[src/design/fpu_defines.svh]
`ifndef FPU_DEFINES_SVH
`define FPU_DEFINES_SVH

// binary32 layout
`define FP_EXP_W   8
`define FP_FRAC_W  23
`define FP_BIAS    127

// funct7 codes
`define OP_ADD     7'b0000000
`define OP_SUB     7'b0000100
`define OP_MUL     7'b0001000

// frm codes, 5 to 7 are treated as rne
`define RM_RNE     3'd0
`define RM_RTZ     3'd1
`define RM_RDN     3'd2
`define RM_RUP     3'd3
`define RM_RMM     3'd4

`define FP_QNAN    32'h7fc00000
`define FP_EXP_MAX 8'hff

`endif

[src/design/fp_format_pkg.sv]
`include "fpu_defines.svh"

package fp_format_pkg;

	typedef struct packed {
		logic                  sign;
		logic [`FP_EXP_W-1:0]  exp;   // biased
		logic [`FP_FRAC_W-1:0] frac;
	} fp_fields_t;

	// one word, compared whole or split into fields
	typedef union packed {
		logic [31:0] raw;
		fp_fields_t  f;
	} fp_word_u;

	typedef struct packed {
		logic is_zero;   // exponent zero, subnormals land here too
		logic is_inf;
		logic is_nan;
		logic is_snan;   // quiet bit clear
		logic is_normal;
	} fp_class_t;

endpackage

[src/design/fpu_op_pkg.sv]
`include "fpu_defines.svh"

package fpu_op_pkg;
	import fp_format_pkg::*;

	typedef struct packed {
		logic [6:0] opcode;  // funct7
		logic [2:0] frm;
		fp_word_u   a;
		fp_word_u   b;
	} fp_req_t;

	typedef struct packed {
		fp_req_t   req;
		fp_class_t cls_a;
		fp_class_t cls_b;
	} fp_unpacked_t;

	// unrounded value, sig holds 1.f then guard and sticky
	typedef struct packed {
		logic                  sign;
		logic [`FP_EXP_W+1:0]  exp;  // biased, two's complement
		logic [`FP_FRAC_W+2:0] sig;
		fp_unpacked_t          src;
	} fp_inter_t;

	// fflags order
	typedef struct packed {
		logic nv;
		logic dz;
		logic of;
		logic uf;
		logic nx;
	} fp_flags_t;

	typedef struct packed {
		fp_word_u  word;
		fp_flags_t flags;
	} fp_result_t;

endpackage

[src/design/operand_prep.sv]
`include "fpu_defines.svh"

module operand_prep
	import fp_format_pkg::*;
	import fpu_op_pkg::*;
(
	input  logic         clk,
	input  logic         nrst,
	input  logic         in_valid,
	input  fp_req_t      req,
	output logic         up_valid,
	output fp_unpacked_t up
);

	logic supported;

	function automatic fp_class_t classify(fp_word_u w);
		fp_class_t c;
		logic      exp_max;
		exp_max     = (w.f.exp == `FP_EXP_MAX);
		c.is_zero   = (w.f.exp == '0);  // flush subnormals
		c.is_inf    = exp_max && (w.f.frac == '0);
		c.is_nan    = exp_max && (w.f.frac != '0);
		c.is_snan   = c.is_nan && !w.f.frac[`FP_FRAC_W-1];
		c.is_normal = !c.is_zero && !exp_max;
		return c;
	endfunction

	assign supported = (req.opcode == `OP_ADD) || (req.opcode == `OP_SUB) ||
		(req.opcode == `OP_MUL);

	always_ff @(posedge clk or negedge nrst) begin
		if (!nrst) begin
			up_valid <= 1'b0;
		end else begin
			up_valid <= in_valid && supported;  // other opcodes stop here
		end
	end

	always_ff @(posedge clk) begin
		if (in_valid) begin
			up.req   <= req;
			up.cls_a <= classify(req.a);
			up.cls_b <= classify(req.b);
		end
	end

endmodule

[src/design/fp_add_sub.sv]
`include "fpu_defines.svh"

module fp_add_sub
	import fp_format_pkg::*;
	import fpu_op_pkg::*;
(
	input  logic         clk,
	input  logic         nrst,
	input  logic         up_valid,
	input  fp_unpacked_t up,
	output logic         as_valid,
	output fp_inter_t    as
);

	fp_word_u    a, b;
	logic        is_sub, take, swap, eff_sub, sign_l, sign_s;
	logic [7:0]  exp_l, exp_s, diff;
	logic [23:0] sig_a, sig_b, sig_l, sig_s;
	logic [26:0] small_ext, small_sh, lost_mask;
	logic [27:0] addend, sum, norm;
	logic [4:0]  shamt, lz;

	function automatic logic [4:0] lead_zeros(logic [27:0] v);
		logic [4:0] n;
		n = 5'd28;
		for (int i = 0; i < 28; i++) begin
			if (v[i])
				n = 5'(27 - i);
		end
		return n;
	endfunction

	assign a      = up.req.a;
	assign b      = up.req.b;
	assign is_sub = (up.req.opcode == `OP_SUB);
	assign take   = up_valid && (is_sub || (up.req.opcode == `OP_ADD));

	assign sig_a = up.cls_a.is_normal ? {1'b1, a.f.frac} : '0;
	assign sig_b = up.cls_b.is_normal ? {1'b1, b.f.frac} : '0;

	// larger magnitude goes first, b sign flipped for subtract
	assign swap    = b.raw[30:0] > a.raw[30:0];
	assign sign_l  = swap ? (b.f.sign ^ is_sub) : a.f.sign;
	assign sign_s  = swap ? a.f.sign : (b.f.sign ^ is_sub);
	assign exp_l   = swap ? b.f.exp : a.f.exp;
	assign exp_s   = swap ? a.f.exp : b.f.exp;
	assign sig_l   = swap ? sig_b : sig_a;
	assign sig_s   = swap ? sig_a : sig_b;
	assign eff_sub = sign_l ^ sign_s;

	// align with guard, round and sticky
	assign diff      = exp_l - exp_s;
	assign shamt     = (diff > 8'd27) ? 5'd27 : diff[4:0];
	assign small_ext = {sig_s, 3'b000};
	assign small_sh  = small_ext >> shamt;
	assign lost_mask = ~({27{1'b1}} << shamt);
	assign addend    = {1'b0, small_sh[26:1], small_sh[0] | (|(small_ext & lost_mask))};

	assign sum  = eff_sub ? ({1'b0, sig_l, 3'b000} - addend) : ({1'b0, sig_l, 3'b000} + addend);
	assign lz   = lead_zeros(sum);
	assign norm = sum << lz;  // leading one now at bit 27

	always_ff @(posedge clk or negedge nrst) begin
		if (!nrst) begin
			as_valid <= 1'b0;
		end else begin
			as_valid <= take;
		end
	end

	always_ff @(posedge clk) begin
		if (take) begin
			as.src <= up;
			if (sum == '0) begin
				as.sign <= (up.req.frm == `RM_RDN);  // exact cancellation
				as.exp  <= '0;
				as.sig  <= '0;
			end else begin
				as.sign <= sign_l;
				as.exp  <= {2'b00, exp_l} + 10'd1 - {5'd0, lz};
				as.sig  <= {norm[27:3], |norm[2:0]};
			end
		end
	end

endmodule

[src/design/fp_mul.sv]
`include "fpu_defines.svh"

module fp_mul
	import fp_format_pkg::*;
	import fpu_op_pkg::*;
(
	input  logic         clk,
	input  logic         nrst,
	input  logic         up_valid,
	input  fp_unpacked_t up,
	output logic         mu_valid,
	output fp_inter_t    mu
);

	fp_word_u    a, b;
	logic        take;
	logic [23:0] sig_a, sig_b;
	logic [47:0] prod, pn;

	assign a     = up.req.a;
	assign b     = up.req.b;
	assign take  = up_valid && (up.req.opcode == `OP_MUL);
	assign sig_a = up.cls_a.is_normal ? {1'b1, a.f.frac} : '0;
	assign sig_b = up.cls_b.is_normal ? {1'b1, b.f.frac} : '0;

	assign prod = sig_a * sig_b;
	assign pn   = prod[47] ? prod : (prod << 1);  // product is in [1,4)

	always_ff @(posedge clk or negedge nrst) begin
		if (!nrst) begin
			mu_valid <= 1'b0;
		end else begin
			mu_valid <= take;
		end
	end

	always_ff @(posedge clk) begin
		if (take) begin
			mu.src  <= up;
			mu.sign <= a.f.sign ^ b.f.sign;
			mu.exp  <= {2'b00, a.f.exp} + {2'b00, b.f.exp} - 10'(`FP_BIAS) + {9'd0, prod[47]};
			mu.sig  <= {pn[47:23], |pn[22:0]};  // low bits fold into sticky
		end
	end

endmodule

[src/design/fp_rounder.sv]
`include "fpu_defines.svh"

module fp_rounder
	import fp_format_pkg::*;
	import fpu_op_pkg::*;
(
	input  fp_inter_t inter,
	output fp_word_u  rounded,
	output logic      of,
	output logic      uf,
	output logic      nx
);

	logic              guard, sticky, inexact, round_up, to_inf;
	logic [24:0]       bumped;
	logic signed [9:0] exp_r;

	assign guard   = inter.sig[1];
	assign sticky  = inter.sig[0];
	assign inexact = guard | sticky;

	always_comb begin
		case (inter.src.req.frm)
			`RM_RTZ: begin
				round_up = 1'b0;
				to_inf   = 1'b0;
			end
			`RM_RDN: begin
				round_up = inexact & inter.sign;
				to_inf   = inter.sign;
			end
			`RM_RUP: begin
				round_up = inexact & ~inter.sign;
				to_inf   = ~inter.sign;
			end
			`RM_RMM: begin
				round_up = guard;
				to_inf   = 1'b1;
			end
			`RM_RNE, 3'd5, 3'd6, 3'd7: begin
				round_up = guard & (sticky | inter.sig[2]);  // ties to even
				to_inf   = 1'b1;
			end
		endcase
	end

	// a carry out leaves 1.0, so the exponent steps and frac is zero
	assign bumped = {1'b0, inter.sig[25:2]} + {24'd0, round_up};
	assign exp_r  = inter.exp + {9'd0, bumped[24]};

	always_comb begin
		rounded.raw = {inter.sign, 31'd0};
		of          = 1'b0;
		uf          = 1'b0;
		nx          = 1'b0;
		if (inter.sig != '0) begin
			if (exp_r < 10'sd1) begin
				uf = 1'b1;  // tiny, flush to signed zero
				nx = 1'b1;
			end else if (exp_r >= $signed({2'b00, `FP_EXP_MAX})) begin
				of = 1'b1;
				nx = 1'b1;
				if (to_inf)
					rounded.raw = {inter.sign, `FP_EXP_MAX, 23'd0};
				else
					rounded.raw = {inter.sign, `FP_EXP_MAX - 8'd1, {23{1'b1}}};
			end else begin
				rounded.f.sign = inter.sign;
				rounded.f.exp  = exp_r[7:0];
				rounded.f.frac = bumped[22:0];
				nx             = inexact;
			end
		end
	end

endmodule

[src/design/result_determine.sv]
`include "fpu_defines.svh"

module result_determine
	import fp_format_pkg::*;
	import fpu_op_pkg::*;
(
	input  logic       clk,
	input  logic       nrst,
	input  logic       in_valid,
	input  fp_inter_t  inter,
	output logic       out_valid,
	output fp_result_t res
);

	fp_word_u  a, b, rounded, word;
	fp_class_t ca, cb;
	fp_flags_t flags;
	logic      of, uf, nx, nv, special;
	logic      is_mul, sign_b, sign_p, zero_sign;

	fp_rounder fp_rounder_i (
		.inter   (inter),
		.rounded (rounded),
		.of      (of),
		.uf      (uf),
		.nx      (nx)
	);

	assign a      = inter.src.req.a;
	assign b      = inter.src.req.b;
	assign ca     = inter.src.cls_a;
	assign cb     = inter.src.cls_b;
	assign is_mul = (inter.src.req.opcode == `OP_MUL);
	assign sign_b = b.f.sign ^ (inter.src.req.opcode == `OP_SUB);  // effective sign of b
	assign sign_p = a.f.sign ^ b.f.sign;

	// +0 unless both negative; opposite signs give -0 under rdn
	assign zero_sign = (a.f.sign & sign_b) |
		((a.f.sign ^ sign_b) & (inter.src.req.frm == `RM_RDN));

	always_comb begin
		special = 1'b1;
		nv      = 1'b0;
		word    = rounded;
		if (ca.is_nan || cb.is_nan) begin
			word.raw = `FP_QNAN;
			nv       = ca.is_snan || cb.is_snan;
		end else if (is_mul && ((ca.is_inf && cb.is_zero) || (ca.is_zero && cb.is_inf))) begin
			word.raw = `FP_QNAN;
			nv       = 1'b1;
		end else if (is_mul && (ca.is_inf || cb.is_inf)) begin
			word.raw = {sign_p, `FP_EXP_MAX, 23'd0};
		end else if (is_mul && (ca.is_zero || cb.is_zero)) begin
			word.raw = {sign_p, 31'd0};
		end else if (is_mul) begin
			special = 1'b0;
		end else if (ca.is_inf && cb.is_inf && (a.f.sign != sign_b)) begin
			word.raw = `FP_QNAN;  // inf - inf
			nv       = 1'b1;
		end else if (ca.is_inf) begin
			word.raw = {a.f.sign, `FP_EXP_MAX, 23'd0};
		end else if (cb.is_inf) begin
			word.raw = {sign_b, `FP_EXP_MAX, 23'd0};
		end else if (ca.is_zero && cb.is_zero) begin
			word.raw = {zero_sign, 31'd0};
		end else if (ca.is_zero) begin
			word.raw = {sign_b, b.raw[30:0]};
		end else if (cb.is_zero) begin
			word = a;
		end else begin
			special = 1'b0;
		end
	end

	assign flags = '{nv: nv, dz: 1'b0, of: of & ~special, uf: uf & ~special, nx: nx & ~special};

	always_ff @(posedge clk or negedge nrst) begin
		if (!nrst) begin
			out_valid <= 1'b0;
			res       <= '0;
		end else begin
			out_valid <= in_valid;
			if (in_valid) begin
				res.word  <= word;
				res.flags <= flags;
			end
		end
	end

endmodule

[src/design/fpu_top.sv]
module fpu_top
	import fpu_op_pkg::*;
(
	input  logic       clk,
	input  logic       nrst,
	input  logic       in_valid,
	input  fp_req_t    req,
	output logic       out_valid,
	output fp_result_t res
);

	logic         up_valid, as_valid, mu_valid, st2_valid;
	fp_unpacked_t up;
	fp_inter_t    as, mu, st2;

	operand_prep operand_prep_i (
		.clk      (clk),
		.nrst     (nrst),
		.in_valid (in_valid),
		.req      (req),
		.up_valid (up_valid),
		.up       (up)
	);

	fp_add_sub fp_add_sub_i (
		.clk      (clk),
		.nrst     (nrst),
		.up_valid (up_valid),
		.up       (up),
		.as_valid (as_valid),
		.as       (as)
	);

	fp_mul fp_mul_i (
		.clk      (clk),
		.nrst     (nrst),
		.up_valid (up_valid),
		.up       (up),
		.mu_valid (mu_valid),
		.mu       (mu)
	);

	// only one path fires per request
	assign st2_valid = as_valid | mu_valid;
	assign st2       = mu_valid ? mu : as;

	result_determine result_determine_i (
		.clk       (clk),
		.nrst      (nrst),
		.in_valid  (st2_valid),
		.inter     (st2),
		.out_valid (out_valid),
		.res       (res)
	);

endmodule

[config.mk]
export PLATFORM = sky130hd
export DESIGN_NAME = fpu_top
export DESIGN_NICKNAME = d
export VERILOG_FILES = /design/src/design/fp_format_pkg.sv /design/src/design/fpu_op_pkg.sv /design/src/design/operand_prep.sv /design/src/design/fp_add_sub.sv /design/src/design/fp_mul.sv /design/src/design/fp_rounder.sv /design/src/design/result_determine.sv /design/src/design/fpu_top.sv
export VERILOG_INCLUDE_DIRS = /design/src /design/src/design
export SDC_FILE = /design/constraint.sdc
export NUM_CORES = 2
export LEC_CHECK = 0
export BUFFER_PORTS_ARGS = -buffer_cell sky130_fd_sc_hd__buf_2
export CELL_PAD_IN_SITES_DETAIL_PLACEMENT = 1
export CELL_PAD_IN_SITES_GLOBAL_PLACEMENT = 2
export CORE_AREA = 2 2 342 344
export DETAILED_ROUTE_END_ITERATION = 8
export DIE_AREA = 0 0 344 346
export GPL_ROUTABILITY_DRIVEN = 0
export PLACE_DENSITY = 0.9
export SETUP_SLACK_MARGIN = 0.5
export SLEW_MARGIN = 20
export SYNTH_ARGS = -nofsm -noshare
export SYNTH_HDL_FRONTEND = slang
export SYNTH_HIERARCHICAL = 1
export SYNTH_SLANG_ARGS = --single-unit
[constraint.sdc]
create_clock -name clk -period 19.3 [get_ports clk]
set_clock_uncertainty 0.05 [all_clocks]
set_input_delay 0.965 -clock clk [delete_from_list [all_inputs] [get_ports clk]]
set_output_delay 0.965 -clock clk [all_outputs]
set_load 0.1 [all_outputs]
-- After elaboration in Yosys (flattened, before gate mapping)
Index checks and enable logic that the tools add are counted.
- memory bits (writable): 0
- register bits after elaboration: 366
- latch bits: 0
- memories: 0
- output and inout bits: 38
- ROM bits: 0
- divide/modulo/power cells: 0
- $add $sub $neg: 10
- muxes and demuxes: 83
- multiply operators: 1
- reductions and logical operators: 49
- equality and inequality tests: 17
- bitwise logic cells: 23
- shift-type cells: 3
- $lt $le $gt $ge: 4
- operators by type and width (kind ; number):
    $mux W32 ; 11
    $mux W5 ; 28
    $mux W121 ; 1
    $mux W24 ; 5
    $mux W31 ; 3
    $mul A24 B24 Y48 ; 1
    $mux W47 ; 1
    $logic_not A23 Y1 ; 2
    $reduce_bool A23 Y1 ; 2
    $mux W37 ; 1
    $gt A31 B31 Y1 ; 1
    $add A27 B27 Y28 ; 1
    $logic_not A28 Y1 ; 1
    $mux W28 ; 1
    $shl A28 B5 Y28 ; 1
    $sub A27 B27 Y28 ; 1
    $and A27 B27 Y27 ; 1
    $mux W1 ; 27
    $not A27 Y27 ; 1
    $reduce_or A27 Y1 ; 1
    $shl A27 B5 Y27 const A ; 1
    $shr A27 B5 Y27 ; 1
    $reduce_bool A26 Y1 ; 1
    $add A24 B1 Y25 ; 1
    other kinds (34) ; 95

-- Longest topological paths before layout
- depth in word-level cells: 43
- depth in mapped cells: 65
- depth with buffers taken out: 58

-- Cells and area by module
The synthesis kept the hierarchy.
- by module, submodules not included (module ; times used ; area an instance (µm²) ; cells each):
    fp_mul ; 1 ; 23557.6 ; 2404
    fp_add_sub ; 1 ; 13770.7 ; 1707
    operand_prep ; 1 ; 2827.7 ; 126
    result_determine ; 1 ; 2546.2 ; 255
    fpu_top ; 1 ; 1801.7 ; 136
    fp_rounder ; 1 ; 1239.9 ; 181

-- Least setup slack after synthesis
OpenSTA, ideal clock, no wires.
- path type: reg-to-reg
- from: register operand_prep_i/up[66] (netlist name)
- to: register fp_add_sub_i/as[118] (netlist name)
- slack: 7.040 ns
- setup time: 0.257 ns
- clock period less this slack: 12.260 ns
- arrival time: 11.954 ns
- cell stages (with the launch flop): 64
- path buffers: 8
- cells stage by stage: edfxtp_1 -> clkbuf_1 -> inv_1 -> ha_1 -> a21oi_1 -> o21ai_0 -> nand4_1 -> o2111a_1 -> nor2_2 -> clkbuf_1 -> clkbuf_1 -> a21oi_1 -> ha_1 -> and3_1 -> nor4_1 -> o22ai_1 -> xnor2_1 -> nor2_1 -> [28 not listed] -> or4_1 -> a21o_1 -> and3_1 -> o211a_4 -> clkinv_2 -> buf_6 -> buf_2 -> buf_2 -> ha_1 -> ha_1 -> a21o_1 -> a21o_1 -> a21o_1 -> a21oi_1 -> o21bai_1 -> a21oi_1 -> xor2_1 -> nor2_1
- cells in the longest elaborated chain, start to end: 41
- elaborated cells between the ends (all ways): 51
- classes of those cells: 5 x add/sub; 2 x order compare; 2 x shift; 36 x mux; 4 x bitwise; 2 x reduce/logical
- ends and longest elaborated chain (element ; line ; text):
    $gt A31 B31 Y1 ; fp_add_sub.sv:42 ; assign swap = b.raw[30:0] > a.raw[30:0];
    $mux W8, on equally long branches ; fp_add_sub.sv:45, fp_add_sub.sv:46 ;
    $sub A8 B8 Y8 ; fp_add_sub.sv:52 ; assign diff = exp_l - exp_s;
    $gt A8 B5 Y1 ; fp_add_sub.sv:53 ; assign shamt = (diff > 8'd27) ? 5'd27 : diff[4:0];
    $mux W5 ; fp_add_sub.sv:53 ;
    $shl A27 B5 Y27 ; fp_add_sub.sv:56 ; assign lost_mask = ~({27{1'b1}} << shamt);
    $not A27 Y27 ; fp_add_sub.sv:56 ;
    $and A27 B27 Y27 ; fp_add_sub.sv:57 ; assign addend = {1'b0, small_sh[26:1], small_sh[0] | (|(small_ext & lost_mask))};
    $reduce_or A27 Y1 ; fp_add_sub.sv:57 ;
    $or A1 B1 Y1 ; fp_add_sub.sv:57 ;
    $add A27 B27 Y28 or $sub A27 B27 Y28 (tied branches) ; fp_add_sub.sv:59 ; assign sum = eff_sub ? ({1'b0, sig_l, 3'b000} - addend) : ({1'b0, sig_l, 3'b000} + addend);
    $mux W28 ; fp_add_sub.sv:59 ;
    $mux W3 ; fp_add_sub.sv:27 ; if (v[i])
    $mux W5 (27 in a row) ; fp_add_sub.sv:27 ;
    $sub A10 B5 Y10 ; fp_add_sub.sv:80 ; as.exp <= {2'b00, exp_l} + 10'd1 - {5'd0, lz};
Several ways; a longest one is shown, not always the timed one.
A chain may end at the register's enable or synchronous reset.

-- Worst setup path in the final report
- from: register operand_prep_i/up[45] (netlist name)
- to: register fp_add_sub_i/as[118] (netlist name)
- cells in the longest elaborated chain, start to end: 41
- elaborated cells between the ends (all ways): 52
- classes of those cells: 5 x add/sub; 2 x order compare; 2 x shift; 37 x mux; 4 x bitwise; 2 x reduce/logical
- ends and longest elaborated chain (element ; line):
    $gt A31 B31 Y1 ; fp_add_sub.sv:42
    $mux W8, on equally long branches ; fp_add_sub.sv:45, fp_add_sub.sv:46
    $sub A8 B8 Y8 ; fp_add_sub.sv:52
    $gt A8 B5 Y1 ; fp_add_sub.sv:53
    $mux W5 ; fp_add_sub.sv:53
    $shl A27 B5 Y27 ; fp_add_sub.sv:56
    $not A27 Y27 ; fp_add_sub.sv:56
    $and A27 B27 Y27 ; fp_add_sub.sv:57
    $reduce_or A27 Y1 ; fp_add_sub.sv:57
    $or A1 B1 Y1 ; fp_add_sub.sv:57
    $add A27 B27 Y28 or $sub A27 B27 Y28 (tied branches) ; fp_add_sub.sv:59
    $mux W28 ; fp_add_sub.sv:59
    $mux W3 ; fp_add_sub.sv:27
    $mux W5 (27 in a row) ; fp_add_sub.sv:27
    $sub A10 B5 Y10 ; fp_add_sub.sv:80
Several ways; a longest one is shown, not always the timed one.

==> flow_metrics.env <==
export IMPL_grt_pass1_wl_mm=251
export IMPL_comb_power_share_pct=68.8
export IMPL_synth_area_per_cell_sq_um=9.49
export IMPL_core_area_sq_mm=0.115
export IMPL_ant_nets=0
export IMPL_dpl_hpwl_mm=128
export IMPL_cpMaxStageDelayCell="edfxtp_1"
export IMPL_vias_per_cell=5.98
export IMPL_worst_slack_ns=4.09
export IMPL_row_count=125
export IMPL_rsz0062_at_grt="false"
export IMPL_max_slew_margin_pct=7.04
export IMPL_min_path_type="register to register"
export IMPL_hold_viol_final=0
export IMPL_overflow=0
export IMPL_syn_inst=4803
export IMPL_fin_cells=6317
export IMPL_slew_viol_final=0
export IMPL_cts_buffers=39
export IMPL_place_inst=6243
export IMPL_wirelength_mm=166
export IMPL_cts_root_buf="clkbuf_16"
export IMPL_setup_tns_final_ns=0
export IMPL_die_h_um=346
export IMPL_clk_pin_slew_worst_paths_ns=0.07
export IMPL_drtIter0Drc=3733
export IMPL_place_ws_ns=4.54
export IMPL_clockBufferDepth=3
export IMPL_grt_pass1_vias=39606
export IMPL_holdBufCountCts=0
export IMPL_max_freq_mhz=65.7
export IMPL_initial_core_util_pct=39.5
export IMPL_h_tree_depth=2
export IMPL_leakage_nw=21.4
export IMPL_nets=5617
export IMPL_p_sw_mw=2.90
export IMPL_ios=115
export IMPL_p_seq_share_pct=17.8
export IMPL_drcViolationCount=0
export IMPL_grt_start_max_net_pins=91
export IMPL_cts_tree="yes"
export IMPL_clkLatencyLatePin_ns=0.56
export IMPL_dieArea_sq_mm=0.119
export IMPL_internal_power_mw=2.58
export IMPL_p_sw_share_pct=52.9
export IMPL_critPathCaptureType="register"
export IMPL_ir_drop_v=0.000131
export IMPL_placed_area_sq_mm=0.0474
export IMPL_grt_use_total_pct=27.6
export IMPL_whs_ns=0.398
export IMPL_cts_setup_buffers=0
export IMPL_p_clk_share_pct=13.4
export IMPL_final_layout_size_suffix_gt1_share_pct=11.3
export IMPL_syn_nets=5660
export IMPL_crit_type="register to register"
export IMPL_die_w_um=344
export IMPL_cpMostUsedCell="a21oi_1"
export IMPL_port_buffers=113
export IMPL_crit_arrival_ns=15.45
export IMPL_firstDrtPassIters=5
export IMPL_status="finished clean"
export IMPL_cpPeakStageDelay_ns=0.96
export IMPL_p_per_area_mw_per_mm2=113
export IMPL_syn_to_final_growth_pct=6.60
export IMPL_design_area_sq_mm=0.0486
export IMPL_cts_resized=0
export IMPL_tightestPinTransition_ns=1.38
export IMPL_setup_viol=0
export IMPL_cp_start_kind="register"
export IMPL_antenna_found_initial=5
export IMPL_maxCapViolCount=0
export IMPL_synth_warnings=6
export IMPL_routedWlPerCell_um=26.3
export IMPL_required_ns=19.53
export IMPL_crit_fanout=44
export IMPL_via_count=37792
export IMPL_min_period_ns=15.21
export IMPL_synth_area_sq_mm=0.0456
export IMPL_cts_sinks=362
export IMPL_fin_crit_sh_pct=78.8
## power by group through the flow
stage / registers (mW) / logic (mW) / clock network [mW]
global route: 0.974 / 4.04 / 0.762
finish: 0.973 / 3.77 / 0.734
floorplan: 0.986 / 2.37 / 0
detailed placement: 0.987 / 3.68 / 0
global placement: 0.984 / 3.59 / 0
CTS: 0.972 / 3.70 / 0.736
## path summary, 6_finish.rpt
kind,start,endpoint,cells after the start,slack (ns)
worst min register to register,operand_prep_i/up[4]$_DFFE_PP_,fp_add_sub_i/as[4]$_DFFE_PP_,0,0.40
worst max register to register,operand_prep_i/up[45]$_DFFE_PP_,fp_add_sub_i/as[118]$_SDFFCE_PN0P_,53,4.09
worst min-delay path,operand_prep_i/up[4]$_DFFE_PP_,fp_add_sub_i/as[4]$_DFFE_PP_,0,0.40
min in group asynchronous,nrst,result_determine_i/res[14]$_DFFE_PN0P_,1,0.56
worst max-delay path,operand_prep_i/up[45]$_DFFE_PP_,fp_add_sub_i/as[118]$_SDFFCE_PN0P_,53,4.09
max in group asynchronous,nrst,fp_mul_i/mu_valid$_DFF_PN0_,1,17.90
## layer usage
layer / wire (um) / track usage, % / vias to the layer above
met2: 77700 / 45.0 / 1802
met3: 13600 / 4.49 / 426
met1: 65400 / 35.4 / 19325
met4: 9720 / 13.3 / 4
li1: - / - / 16235
met5: 23 / 0 / -
## flip-flops by register name (all words and copies together) (netlist names)
| signal | flops |
|---|---|
| fp_mul_i/mu_valid | 1 |
| result_determine_i/res | 36 |
| result_determine_i/out_valid | 1 |
| operand_prep_i/up_valid | 1 |
| fp_mul_i/mu | 119 |
| fp_add_sub_i/as_valid | 1 |
| fp_add_sub_i/as | 119 |
| operand_prep_i/up | 84 |
## critical path: cells and delay by family (launching register included)
kind | cells | cell delay [ns]
flops | 1 | 0.96
simple gates | 11 | 3.14
compound gates | 30 | 6.84
xor+xnor | 1 | 0.17
fa+ha+maj | 5 | 1.82
mux | 2 | 0.60
buf+inv | 4 | 1.28
## area by class of cell
cell class | count | area [sq um]
fillers | 13189 | 66800
flip-flops and latches | 362 | 10700
well taps | 1524 | 1910
inverters | 689 | 2590
clock buffers | 55 | 1070
clock inverters | 17 | 150
multi-input cells | 3482 | 31100
repair buffers | 186 | 1120
diodes | 2 | 5.00
## per-stage QoR
| step | utilization (%) | power, mW |
|---|---|---|
| after floorplan | - | 3.36 |
| after global placement | 41.1 | 4.58 |
| after detailed placement | 41.1 | 4.66 |
| after CTS | 42.1 | 5.41 |
| after global routing | 42.1 | 5.78 |
| final | 42.1 | 5.47 |
## layout by cell type, fill, tap and decap left out, types with 57 or more instances in the layout
cell        n
mux2_2     57
and2_1    193
and3_1    145
o21ai_0   145
nor3_1     69
inv_1     682
fa_1      485
mux2_4     79
a21oi_1   192
xnor2_1    69
nand2_1   528
edfxtp_1  322
nand3_1   103
nor2_1    225
mux2i_1    86
a21o_1     64
buf_2     112
buf_4      74
ha_1      295
(Power assumes the default switching activity.)
